`config.mk`:
```
export PLATFORM = sky130hd
export DESIGN_NAME = apb_periph_top
export DESIGN_NICKNAME = d
export VERILOG_FILES = /design/src/design/apb_periph_pkg.sv /design/src/design/apb_periph_decode.sv /design/src/design/apb_periph_top.sv /design/src/design/gpio_ctrl.sv /design/src/design/pwm_cfg_regs.sv /design/src/design/pwm_gen.sv /design/src/design/soc_ctrl_regs.sv
export VERILOG_INCLUDE_DIRS = /design/src /design/src/design
export SDC_FILE = /design/constraint.sdc
export NUM_CORES = 1
export LEC_CHECK = 0
export ABC_AREA = 1
export BUFFER_PORTS_ARGS = -buffer_cell sky130_fd_sc_hd__buf_2
export CAP_MARGIN = 40
export CELL_PAD_IN_SITES_DETAIL_PLACEMENT = 2
export CELL_PAD_IN_SITES_GLOBAL_PLACEMENT = 2
export CORE_MARGIN = 2
export CORE_UTILIZATION = 37
export CTS_CLUSTER_SIZE = 16
export DETAILED_ROUTE_END_ITERATION = 6
export PLACE_DENSITY = 0.93
export SLEW_MARGIN = 25
export SYNTH_ARGS = -nofsm -noshare
export SYNTH_HDL_FRONTEND = slang
export SYNTH_SLANG_ARGS = --single-unit
```
`constraint.sdc`:
```
create_clock -name clk_i -period 3.5 [get_ports clk_i]
set_input_delay 0.875 -clock clk_i [delete_from_list [all_inputs] [get_ports clk_i]]
set_output_delay 0.875 -clock clk_i [all_outputs]
set_load 0.03 [all_outputs]
```
`src/design/apb_periph_settings.svh`:
```
// Fixed widths and address map for one build; the select field decodes bits 15:12 and ignores higher bits
`ifndef APB_PERIPH_SETTINGS_SVH
`define APB_PERIPH_SETTINGS_SVH

`define APB_PERIPH_ADDR_W 32
`define APB_PERIPH_DATA_W 32

// Peripheral select and register index fields of paddr
`define APB_PERIPH_SEL_MSB 15
`define APB_PERIPH_SEL_LSB 12
`define APB_PERIPH_REG_MSB 4
`define APB_PERIPH_REG_LSB 2

`define APB_PERIPH_GPIO_NUM 32
`define APB_PERIPH_PWM_CH 4
`define APB_PERIPH_PWM_W 16

`define APB_PERIPH_BOOT_ADDR_RST 32'h1C00_0000

`endif

```
`src/design/apb_periph_pkg.sv`:
```
// Bus word, counter and select types; all widths are fixed for the whole build
`include "apb_periph_settings.svh"

package apb_periph_pkg;

   typedef logic [`APB_PERIPH_ADDR_W-1:0] apb_addr_t;
   typedef logic [`APB_PERIPH_DATA_W-1:0] apb_data_t;

   // Encodings follow the select field value and anything above 2 is unmapped
   typedef enum logic [1:0] {
      SEL_GPIO    = 2'd0,
      SEL_SOCCTRL = 2'd1,
      SEL_PWM     = 2'd2,
      SEL_NONE    = 2'd3
   } periph_sel_e;

   typedef logic [`APB_PERIPH_PWM_W-1:0] pwm_cnt_t;

endpackage

```
`src/design/apb_periph_decode.sv`:
```
// Combinational APB decoder with zero wait states; address bits above the select field alias
`include "apb_periph_settings.svh"

module apb_periph_decode (
   input  logic                      psel_i,
   input  logic                      penable_i,
   input  apb_periph_pkg::apb_addr_t paddr_i,
   input  apb_periph_pkg::apb_data_t gpio_rdata_i,
   input  apb_periph_pkg::apb_data_t soc_rdata_i,
   input  apb_periph_pkg::apb_data_t pwm_rdata_i,
   output logic                      gpio_sel_o,
   output logic                      soc_sel_o,
   output logic                      pwm_sel_o,
   output apb_periph_pkg::apb_data_t prdata_o,
   output logic                      pready_o,
   output logic                      pslverr_o
);

   logic [`APB_PERIPH_SEL_MSB-`APB_PERIPH_SEL_LSB:0] sel_bits;
   apb_periph_pkg::periph_sel_e                      sel;

   assign sel_bits = paddr_i[`APB_PERIPH_SEL_MSB:`APB_PERIPH_SEL_LSB];

   always_comb begin
      case (sel_bits)
         'd0:     sel = apb_periph_pkg::SEL_GPIO;
         'd1:     sel = apb_periph_pkg::SEL_SOCCTRL;
         'd2:     sel = apb_periph_pkg::SEL_PWM;
         default: sel = apb_periph_pkg::SEL_NONE;
      endcase
   end

   // One-hot selects raised only while psel_i is high
   assign gpio_sel_o = psel_i && (sel == apb_periph_pkg::SEL_GPIO);
   assign soc_sel_o  = psel_i && (sel == apb_periph_pkg::SEL_SOCCTRL);
   assign pwm_sel_o  = psel_i && (sel == apb_periph_pkg::SEL_PWM);

   always_comb begin
      case (sel)
         apb_periph_pkg::SEL_GPIO:    prdata_o = gpio_rdata_i;
         apb_periph_pkg::SEL_SOCCTRL: prdata_o = soc_rdata_i;
         apb_periph_pkg::SEL_PWM:     prdata_o = pwm_rdata_i;
         default:                     prdata_o = '0;
      endcase
   end

   // No wait states anywhere behind the decoder
   assign pready_o = 1'b1;

   // Unmapped peripheral flagged in the access phase only
   assign pslverr_o = psel_i && penable_i && (sel == apb_periph_pkg::SEL_NONE);

endmodule

```
`src/design/apb_periph_top.sv`:
```
// Single clock APB peripheral block; pready_o is always high and there are no interrupts
`include "apb_periph_settings.svh"

module apb_periph_top (
   input  logic                            clk_i,
   input  logic                            arst_n_i,
   input  logic                            psel_i,
   input  logic                            penable_i,
   input  logic                            pwrite_i,
   input  apb_periph_pkg::apb_addr_t       paddr_i,
   input  apb_periph_pkg::apb_data_t       pwdata_i,
   output apb_periph_pkg::apb_data_t       prdata_o,
   output logic                            pready_o,
   output logic                            pslverr_o,
   input  logic [`APB_PERIPH_GPIO_NUM-1:0] gpio_in_i,
   output logic [`APB_PERIPH_GPIO_NUM-1:0] gpio_out_o,
   output logic [`APB_PERIPH_GPIO_NUM-1:0] gpio_oe_o,
   output logic                            cluster_rstn_o,
   output logic                            cluster_en_sa_boot_o,
   output logic                            cluster_fetch_en_o,
   output apb_periph_pkg::apb_addr_t       cluster_boot_addr_o,
   output logic [`APB_PERIPH_PWM_CH-1:0]   pwm_o
);

   logic                                              gpio_sel;
   logic                                              soc_sel;
   logic                                              pwm_sel;
   apb_periph_pkg::apb_data_t                         gpio_rdata;
   apb_periph_pkg::apb_data_t                         soc_rdata;
   apb_periph_pkg::apb_data_t                         pwm_rdata;
   logic                                              pwm_en;
   logic [7:0]                                        pwm_prescale;
   apb_periph_pkg::pwm_cnt_t                          pwm_period;
   apb_periph_pkg::pwm_cnt_t [`APB_PERIPH_PWM_CH-1:0] pwm_threshold;

   apb_periph_decode u_decode (
      .psel_i       ( psel_i     ),
      .penable_i    ( penable_i  ),
      .paddr_i      ( paddr_i    ),
      .gpio_rdata_i ( gpio_rdata ),
      .soc_rdata_i  ( soc_rdata  ),
      .pwm_rdata_i  ( pwm_rdata  ),
      .gpio_sel_o   ( gpio_sel   ),
      .soc_sel_o    ( soc_sel    ),
      .pwm_sel_o    ( pwm_sel    ),
      .prdata_o     ( prdata_o   ),
      .pready_o     ( pready_o   ),
      .pslverr_o    ( pslverr_o  )
   );

   gpio_ctrl u_gpio (
      .clk_i      ( clk_i                                            ),
      .arst_n_i   ( arst_n_i                                         ),
      .sel_i      ( gpio_sel                                         ),
      .penable_i  ( penable_i                                        ),
      .pwrite_i   ( pwrite_i                                         ),
      .reg_idx_i  ( paddr_i[`APB_PERIPH_REG_MSB:`APB_PERIPH_REG_LSB] ),
      .wdata_i    ( pwdata_i                                         ),
      .gpio_in_i  ( gpio_in_i                                        ),
      .rdata_o    ( gpio_rdata                                       ),
      .gpio_out_o ( gpio_out_o                                       ),
      .gpio_oe_o  ( gpio_oe_o                                        )
   );

   soc_ctrl_regs u_soc_ctrl (
      .clk_i                ( clk_i                                            ),
      .arst_n_i             ( arst_n_i                                         ),
      .sel_i                ( soc_sel                                          ),
      .penable_i            ( penable_i                                        ),
      .pwrite_i             ( pwrite_i                                         ),
      .reg_idx_i            ( paddr_i[`APB_PERIPH_REG_MSB:`APB_PERIPH_REG_LSB] ),
      .wdata_i              ( pwdata_i                                         ),
      .rdata_o              ( soc_rdata                                        ),
      .cluster_rstn_o       ( cluster_rstn_o                                   ),
      .cluster_en_sa_boot_o ( cluster_en_sa_boot_o                             ),
      .cluster_fetch_en_o   ( cluster_fetch_en_o                               ),
      .cluster_boot_addr_o  ( cluster_boot_addr_o                              )
   );

   pwm_cfg_regs u_pwm_cfg (
      .clk_i       ( clk_i                                            ),
      .arst_n_i    ( arst_n_i                                         ),
      .sel_i       ( pwm_sel                                          ),
      .penable_i   ( penable_i                                        ),
      .pwrite_i    ( pwrite_i                                         ),
      .reg_idx_i   ( paddr_i[`APB_PERIPH_REG_MSB:`APB_PERIPH_REG_LSB] ),
      .wdata_i     ( pwdata_i                                         ),
      .rdata_o     ( pwm_rdata                                        ),
      .pwm_en_o    ( pwm_en                                           ),
      .prescale_o  ( pwm_prescale                                     ),
      .period_o    ( pwm_period                                       ),
      .threshold_o ( pwm_threshold                                    )
   );

   pwm_gen u_pwm_gen (
      .clk_i       ( clk_i         ),
      .arst_n_i    ( arst_n_i      ),
      .pwm_en_i    ( pwm_en        ),
      .prescale_i  ( pwm_prescale  ),
      .period_i    ( pwm_period    ),
      .threshold_i ( pwm_threshold ),
      .pwm_o       ( pwm_o         )
   );

endmodule

```
`src/design/gpio_ctrl.sv`:
```
// GPIO count must not exceed the APB data width; IN lags the pads by two clocks
`include "apb_periph_settings.svh"

module gpio_ctrl (
   input  logic                                             clk_i,
   input  logic                                             arst_n_i,
   input  logic                                             sel_i,
   input  logic                                             penable_i,
   input  logic                                             pwrite_i,
   input  logic [`APB_PERIPH_REG_MSB-`APB_PERIPH_REG_LSB:0] reg_idx_i,
   input  apb_periph_pkg::apb_data_t                        wdata_i,
   input  logic [`APB_PERIPH_GPIO_NUM-1:0]                  gpio_in_i,
   output apb_periph_pkg::apb_data_t                        rdata_o,
   output logic [`APB_PERIPH_GPIO_NUM-1:0]                  gpio_out_o,
   output logic [`APB_PERIPH_GPIO_NUM-1:0]                  gpio_oe_o
);

   logic                             wr_en;
   logic [`APB_PERIPH_GPIO_NUM-1:0]  in_meta_q;
   logic [`APB_PERIPH_GPIO_NUM-1:0]  in_sync_q;

   assign wr_en = sel_i && penable_i && pwrite_i;

   // OUT and DIR drive the pads directly
   always_ff @(posedge clk_i or negedge arst_n_i) begin
      if (!arst_n_i) begin
         gpio_out_o <= '0;
         gpio_oe_o  <= '0;
      end else if (wr_en) begin
         if (reg_idx_i == 3'd0) begin
            gpio_out_o <= wdata_i[`APB_PERIPH_GPIO_NUM-1:0];
         end
         if (reg_idx_i == 3'd1) begin
            gpio_oe_o <= wdata_i[`APB_PERIPH_GPIO_NUM-1:0];
         end
      end
   end

   // Two-flop synchronizer for asynchronous pad inputs
   always_ff @(posedge clk_i or negedge arst_n_i) begin
      if (!arst_n_i) begin
         in_meta_q <= '0;
         in_sync_q <= '0;
      end else begin
         in_meta_q <= gpio_in_i;
         in_sync_q <= in_meta_q;
      end
   end

   always_comb begin
      rdata_o = '0;
      case (reg_idx_i)
         3'd0:    rdata_o[`APB_PERIPH_GPIO_NUM-1:0] = gpio_out_o;
         3'd1:    rdata_o[`APB_PERIPH_GPIO_NUM-1:0] = gpio_oe_o;
         3'd2:    rdata_o[`APB_PERIPH_GPIO_NUM-1:0] = in_sync_q;
         default: rdata_o = '0;
      endcase
   end

endmodule

```
`src/design/pwm_cfg_regs.sv`:
```
// PWM configuration only; a write changes just the addressed register and never restarts the counter
`include "apb_periph_settings.svh"

module pwm_cfg_regs (
   input  logic                                             clk_i,
   input  logic                                             arst_n_i,
   input  logic                                             sel_i,
   input  logic                                             penable_i,
   input  logic                                             pwrite_i,
   input  logic [`APB_PERIPH_REG_MSB-`APB_PERIPH_REG_LSB:0] reg_idx_i,
   input  apb_periph_pkg::apb_data_t                        wdata_i,
   output apb_periph_pkg::apb_data_t                        rdata_o,
   output logic                                             pwm_en_o,
   output logic [7:0]                                       prescale_o,
   output apb_periph_pkg::pwm_cnt_t                         period_o,
   output apb_periph_pkg::pwm_cnt_t [`APB_PERIPH_PWM_CH-1:0] threshold_o
);

   logic wr_en;

   assign wr_en = sel_i && penable_i && pwrite_i;

   always_ff @(posedge clk_i or negedge arst_n_i) begin
      if (!arst_n_i) begin
         pwm_en_o    <= 1'b0;
         prescale_o  <= '0;
         period_o    <= '0;
         threshold_o <= '0;
      end else if (wr_en) begin
         if (reg_idx_i == 3'd0) begin
            pwm_en_o   <= wdata_i[0];
            prescale_o <= wdata_i[15:8];
         end
         if (reg_idx_i == 3'd1) begin
            period_o <= wdata_i[`APB_PERIPH_PWM_W-1:0];
         end
         // Thresholds from index 2 up
         for (int k = 0; k < `APB_PERIPH_PWM_CH; k++) begin
            if (reg_idx_i == 3'(k + 2)) begin
               threshold_o[k] <= wdata_i[`APB_PERIPH_PWM_W-1:0];
            end
         end
      end
   end

   always_comb begin
      rdata_o = '0;
      case (reg_idx_i)
         3'd0: begin
            rdata_o[0]    = pwm_en_o;
            rdata_o[15:8] = prescale_o;
         end
         3'd1:    rdata_o[`APB_PERIPH_PWM_W-1:0] = period_o;
         3'd2:    rdata_o[`APB_PERIPH_PWM_W-1:0] = threshold_o[0];
         3'd3:    rdata_o[`APB_PERIPH_PWM_W-1:0] = threshold_o[1];
         3'd4:    rdata_o[`APB_PERIPH_PWM_W-1:0] = threshold_o[2];
         3'd5:    rdata_o[`APB_PERIPH_PWM_W-1:0] = threshold_o[3];
         default: rdata_o = '0;
      endcase
   end

endmodule

```
`src/design/pwm_gen.sv`:
```
// Channel outputs are registered and trail the counter by one clock; a period below the count wraps
`include "apb_periph_settings.svh"

module pwm_gen (
   input  logic                                              clk_i,
   input  logic                                              arst_n_i,
   input  logic                                              pwm_en_i,
   input  logic [7:0]                                        prescale_i,
   input  apb_periph_pkg::pwm_cnt_t                          period_i,
   input  apb_periph_pkg::pwm_cnt_t [`APB_PERIPH_PWM_CH-1:0] threshold_i,
   output logic [`APB_PERIPH_PWM_CH-1:0]                     pwm_o
);

   logic [7:0]               pre_q;
   apb_periph_pkg::pwm_cnt_t cnt_q;
   logic                     tick;

   // Also fires if the prescaler is lowered below the running count
   assign tick = (pre_q >= prescale_i);

   always_ff @(posedge clk_i or negedge arst_n_i) begin
      if (!arst_n_i) begin
         pre_q <= '0;
         cnt_q <= '0;
      end else if (!pwm_en_i) begin
         pre_q <= '0;
         cnt_q <= '0;
      end else if (tick) begin
         pre_q <= '0;
         if (cnt_q >= period_i) begin
            cnt_q <= '0;
         end else begin
            cnt_q <= cnt_q + 1'b1;
         end
      end else begin
         pre_q <= pre_q + 1'b1;
      end
   end

   // High while the count is below the threshold
   always_ff @(posedge clk_i or negedge arst_n_i) begin
      if (!arst_n_i) begin
         pwm_o <= '0;
      end else begin
         for (int k = 0; k < `APB_PERIPH_PWM_CH; k++) begin
            pwm_o[k] <= pwm_en_i && (cnt_q < threshold_i[k]);
         end
      end
   end

endmodule

```
`src/design/soc_ctrl_regs.sv`:
```
// Cluster stays in reset until software sets CTRL bit 0; outputs change at the write edge
`include "apb_periph_settings.svh"

module soc_ctrl_regs (
   input  logic                                             clk_i,
   input  logic                                             arst_n_i,
   input  logic                                             sel_i,
   input  logic                                             penable_i,
   input  logic                                             pwrite_i,
   input  logic [`APB_PERIPH_REG_MSB-`APB_PERIPH_REG_LSB:0] reg_idx_i,
   input  apb_periph_pkg::apb_data_t                        wdata_i,
   output apb_periph_pkg::apb_data_t                        rdata_o,
   output logic                                             cluster_rstn_o,
   output logic                                             cluster_en_sa_boot_o,
   output logic                                             cluster_fetch_en_o,
   output apb_periph_pkg::apb_addr_t                        cluster_boot_addr_o
);

   logic       wr_en;
   logic [2:0] ctrl_q;

   assign wr_en = sel_i && penable_i && pwrite_i;

   always_ff @(posedge clk_i or negedge arst_n_i) begin
      if (!arst_n_i) begin
         ctrl_q              <= '0;
         cluster_boot_addr_o <= `APB_PERIPH_BOOT_ADDR_RST;
      end else if (wr_en) begin
         if (reg_idx_i == 3'd0) begin
            ctrl_q <= wdata_i[2:0];
         end
         if (reg_idx_i == 3'd1) begin
            cluster_boot_addr_o <= wdata_i;
         end
      end
   end

   // Bit 0 high releases the cluster reset
   assign cluster_rstn_o       = ctrl_q[0];
   assign cluster_en_sa_boot_o = ctrl_q[1];
   assign cluster_fetch_en_o   = ctrl_q[2];

   always_comb begin
      rdata_o = '0;
      case (reg_idx_i)
         3'd0:    rdata_o[2:0] = ctrl_q;
         3'd1:    rdata_o = cluster_boot_addr_o;
         default: rdata_o = '0;
      endcase
   end

endmodule
```
; Word level (Yosys, flattened, before mapping)
; Cells that the tools add are included.
[op_classes]
n_mux = 13
order_cmp = 6
n_reduce_logical = 28
n_eq_ne = 11
add_sub_neg = 2
[op_table]
columns = operator, n
row1 = 32-bit one-hot mux with 3 select lines, 2
row2 = 16-bit < comparator, 4
row3 = 16-bit 2-to-1 mux, 3
row4 = 8-bit one-hot mux with 6 select lines, 1
row5 = 7-bit one-hot mux with 5 select lines, 1
row6 = 29-bit 2-to-1 mux, 1
row7 = 2-bit AND reduction, 10
row8 = 16-bit by 1-bit adder with 16-bit output (second input constant), 1
row9 = 16-bit >= comparator, 1
row10 = 8-bit 2-to-1 mux, 2
row11 = 1-bit logical AND, 15
row12 = 8-bit by 1-bit adder with 8-bit output (second input constant), 1
row13 = 8-bit >= comparator, 1
row14 = 3-bit by 2-bit equality test with 1-bit output (second input constant), 2
row15 = 3-bit equality test (second input constant), 2
row16 = 1-bit one-hot mux with 6 select lines, 1
row17 = 2-bit one-hot mux with 3 select lines, 1
row18 = 3-bit one-hot mux with 2 select lines, 1
row19 = 2-bit equality test (second input constant), 2
row20 = 4-bit by 1-bit equality test with 1-bit output (second input constant), 1
row21 = 4-bit by 2-bit equality test with 1-bit output (second input constant), 1
row22 = 4-bit zero test, 1
row23 = 3-bit by 1-bit equality test with 1-bit output (second input constant), 1
row24 = 3-bit zero test, 1
row25 = other kinds (3), 3
[word_totals]
output_inout_bits = 137
regBits = 280
in_bits = 101
elab_cells = 76

; Logic depth before layout (Yosys ltp)
[logic_depth]
ltp_word = 7
mapped_depth = 15
depth_no_buf = 14

; Modules after synthesis
; Synthesis repeated with hierarchy kept, for this count alone.
[unflattened]
hier_cells = 2055
area_unflattened_um2 = 16392.0
[by_module_without_submodules]
columns = mod, seq_area_each_um2, n_inst, cells_each, area_each_um2
row1 = gpio_ctrl, 3203.1, 1, 566, 5425.2
row2 = pwm_cfg_regs, 2227.1, 1, 536, 4493.1
row3 = pwm_gen, 700.7, 1, 552, 3731.1
row4 = soc_ctrl_regs, 879.6, 1, 236, 1856.8
row5 = apb_periph_decode, 0.0, 1, 165, 885.8

; Worst setup path after synthesis
; Ideal clock, no wire load.
[synth_timing]
kind = input-to-output
start = input port paddr_i[4]
end = output port prdata_o[22]
t_arrival_ns = 2.260
required_ns = 2.625
slack_ns = 0.365
path_stages = 7
n_path_buf = 2
path_cell_list = inv_2 > nand3_1 > inv_2 > buf_4 > buf_2 > a21oi_1 > o21ai_0
[synth_via]
elab_chain_cells = 3
elab_cells_between_ends = 6
cone_classes = eq/ne (2) / mux (3) / reduce/logical (1)
[synth_lines]
columns = element, line
row1 = "start, declared", apb_periph_top.sv:10  ; input apb_periph_pkg::apb_addr_t paddr_i,
row2 = "3-bit by 2-bit equality test with 1-bit output, or another cell as far along", gpio_ctrl.sv:52  ; case (reg_idx_i)
row3 = 32-bit one-hot mux with 3 select lines / 29-bit 2-to-1 mux (equally long branches), "gpio_ctrl.sv:52, soc_ctrl_regs.sv:45"
row4 = 32-bit one-hot mux with 3 select lines *, apb_periph_decode.sv:39  ; case (sel)
row5 = "end, declared", apb_periph_top.sv:12  ; output apb_periph_pkg::apb_data_t prdata_o,
; Every way passes the cells marked *; elsewhere a longest branch is shown, timed or not.

; Worst setup path in the final report
[layout_timing]
start = input port paddr_i[3]
end = output port prdata_o[6]
[layout_via]
elab_chain_cells = 3
elab_cells_between_ends = 10
cone_classes = eq/ne (5) / mux (4) / reduce/logical (1)
[layout_lines]
columns = element, line
row1 = "3-bit equality test, or another cell as far along", pwm_cfg_regs.sv:48  ; case (reg_idx_i)
row2 = "7-bit one-hot mux with 5 select lines, or another cell as far along", pwm_cfg_regs.sv:48
row3 = 32-bit one-hot mux with 3 select lines *, apb_periph_decode.sv:39
; Marks and branches as above.

==> results.py <==
metrics = {
    "status": {
        "run_status": "complete, but fails checks",
        "violations": "negative setup slack",
    },
    "worst_setup_path": {
        "arrival_ns": 2.64,
        "slowest_stage": "o21ai_1",
        "crit_buf_inv": 5,
        "regToRegEndpoint": "u_pwm_gen.cnt_q[1]",
        "end_kind": "primary output",
        "cpPeakStageDelay_ns": 0.36,
        "ff2ff_path_depth": 13,
        "worstSetupPathType": "input pin to primary output",
        "cp_data_required_time_ns": 2.62,
        "rr_startpoint": "u_pwm_gen.cnt_q[0]",
        "crit_fanout": 7,
        "worstSetupStartpointType": "input pin",
        "path_delay_family": "buffers and inverters",
        "rrSetupSlack_ns": 0.58,
        "path_cells": "buf_2 > inv_2 > nand3_2 > inv_2 > nand2_1 > o221ai_1 > o21ai_1 > buf_4 > nand3_1 > buf_2",
    },
    "grt": {
        "grt_pass1_vias": 16600,
        "grt_max_degree": 78,
        "grtUsageTotal": 0.422,
        "gr-usage-met2": 0.687,
        "grt_pass1_wl_um": 118000,
        "grt_util_met3": 0.103,
        "globalRouteOverflowTotal": 0,
        "antenna_found_initial": 3,
        "grt_util_met1": 0.477,
        "grt.busiest_layer": "met2",
    },
    "floorplanning": {
        "start_util": 0.375,
        "core_um2": 36400,
        "die_width_um": 196,
        "rows": 70,
        "die_h_um": 196,
        "num_io_pins": 238,
        "dieArea_um2": 38400,
    },
    "synth": {
        "synth.distinct_cells": 47,
        "ys_seq_area_frac": 0.514,
        "synthXorXnorAreaFrac": 0.00770,
        "synth_top_area_frac": 0.508,
        "synth_top_area_cell": "dfrtp_1",
        "yosys_register_bits": 280,
        "synth-async-reset-ratio": 1.00,
        "synth-simple-area-share": 0.177,
        "syn_avg_cell_area_um2": 8.85,
        "synthCells": 1542,
        "synth_top_family_by_area": "simple AND/OR/NAND/NOR gates",
        "synth_area_leaders": "dfrtp_1 (51%), nand2_1 (12%), ha_1 (7.9%)",
        "yosys-mux-area-fraction": 0,
        "synthAdderAreaFrac": 0.0788,
        "synth_compound_area_frac": 0.144,
        "synth_edf_count": 0,
        "yosys_warnings": 0,
        "synth_area_um2": 13700,
        "ys.flop_type": "dfrtp_1",
        "synth_nets": 1729,
    },
    "sta": {
        "fin_ws_ns": -0.0181,
        "relSlewSlack": 0.506,
        "fin_crit_ns": 3.52,
        "worst_pin_slew_ns": 0.742,
        "clock-skew-final_ns": 0.0381,
        "final_max_slew_viol_count": 0,
        "setup_viol": 3,
        "hold_violations": 0,
        "finalCritPeriodShare": 1.01,
        "timing.hold.ws_ns": 0.292,
        "grt_setup_unrepaired": "true",
        "tns_ns": -0.0323,
        "fmax_mhz": 284,
    },
    "pwr": {
        "leakagePower_nw": 8.33,
        "power.total_mw": 7.99,
        "pwr_density_cell_nw_per_um2": 484,
        "peakVddDrop_v": 0.000476,
    },
    "clock_network": {
        "clockBufferDepth": 3,
        "clkSinkCount": 280,
        "htreeDepth": 1,
        "cts-root-buf": "clkbuf_16",
        "path_clk_slew_ns": 0.08,
        "clk-insertion-delay-late_ns": 0.63,
        "cts_buffers": 31,
        "hold_buffers": 0,
        "cts_tree": "done",
    },
    "finish": {
        "layout_common_cells": "nand2_1 (425), dfrtp_1 (277), buf_2 (207), inv_1 (163), o21ai_1 (146)",
        "multi_input_comb_area_um2": 5600,
        "antenna_cells": 0,
        "final_nets": 1963,
        "drive_gt1_frac": 0.202,
        "area_delta_synth_final_pct": 20.9,
        "seqCellArea_um2": 7010,
        "n_fill_cell": 3872,
        "fin_util": 0.453,
        "stdcell_area_um2": 16500,
        "layout_commonest_cell": "nand2_1",
    },
    "route": {
        "vias": 14500,
        "drt_first_pass_iters": 6,
        "wl_per_cell_um": 35.7,
        "vias_per_cell": 6.41,
        "dr.first_iter.drc_count": 1413,
        "wl_um": 80900,
        "drtAntennaViolNets": 0,
        "drc_errors": 0,
    },
    "flow_run": {
        "cap_violations": 0,
    },
    "placement": {
        "gp_congestion": 0.858,
        "portBuffers": 211,
        "dp_hpwl_um": 43200,
        "place_area_um2": 15300,
    },
    "worst_hold_path": {
        "hold_path_class": "input pin to async pin",
    },
}
## area by class of cell
type | count | area share
inverter | 174 | 0.0403
multi-input combinational | 1028 | 0.339
clock buffer | 43 | 0.0528
tap | 468 | 0.0355
clock inverter | 15 | 0.0142
sequential | 280 | 0.425
timing repair buffer | 261 | 0.0935
## flip-flops by register name (all words and copies together) (netlist names)
signal                          flops
u_gpio.gpio_oe_o                   32
u_gpio.in_sync_q                   32
u_pwm_cfg.pwm_en_o                  1
u_gpio.gpio_out_o                  32
u_pwm_gen.pwm_o                     4
u_pwm_gen.cnt_q                    16
u_pwm_cfg.threshold_o              64
u_soc_ctrl.ctrl_q                   3
u_pwm_gen.pre_q                     8
u_pwm_cfg.prescale_o                8
u_gpio.in_meta_q                   32
u_soc_ctrl.cluster_boot_addr_o     32
u_pwm_cfg.period_o                 16
## power by group
group,internal (mW),switching (mW),total (mW)
Sequential,3.33,0.0988,3.43
Combinational,0.169,0.528,0.698
Clock,2.18,1.68,3.86
## cells in the mapped netlist (4+ instances only)
master      n
nand3_1    58
o21ai_2    11
o22ai_1    27
o21ai_0    78
nand4_1     8
buf_6      17
clkbuf_1    6
o21ai_1   144
nand2_4     7
dfrtp_1   277
inv_1     163
xor2_1     10
a221oi_1    7
ha_1       86
nand2_2     4
o221ai_1    6
buf_2      30
a22oi_1     4
o211ai_1    5
a21oi_1    38
nand2_1   425
inv_2       9
nor3_1      9
buf_4       5
nor2_1     57
nor2_2      6
a22o_1      9
## per-layer routing
layer / wire (um) / vias to the layer above
met5: 38 / -
met3: 6910 / 481
met4: 7070 / 6
met1: 28900 / 7374
li1: - / 5537
met2: 38000 / 1141
## timing repair
action,CTS,global route
pin swaps,1,3
resized for setup,5,13
buffers inserted,0,5
setup endpoints to repair,7,23
endpoints found under the hold margin,0,0
## cells by family after synthesis
group                    Yosys count
AO/OA/AOI/OAI                    348
XOR/XNOR                          12
adder cells (fa/ha/maj)           86
buffers and inverters            234
flip-flops                       280
other                              1
AND/OR/NAND/NOR                  581
## metrics by stage
step / setup WS (ns) / std cells
after floorplan: 0.365 / 1542
after global placement: 0.154 / 2206
after detailed placement: 0.0619 / 2206
after CTS: -0.0339 / 2264
after global routing: -0.0122 / 2269
final: -0.0181 / 2269
## worst max path at each step
stage / cells past startpoint / start / end / slack, ns
floorplan: 7 / paddr_i[4] / prdata_o[22] / 0.36
global placement: 9 / paddr_i[4] / prdata_o[6] / 0.15
detailed placement: 9 / paddr_i[4] / prdata_o[20] / 0.06
CTS: 9 / paddr_i[4] / prdata_o[20] / -0.03
global route: 8 / paddr_i[4] / prdata_o[9] / -0.01
finish: 10 / paddr_i[3] / prdata_o[6] / -0.02
Note: power is estimated with default switching activity, not from simulation.
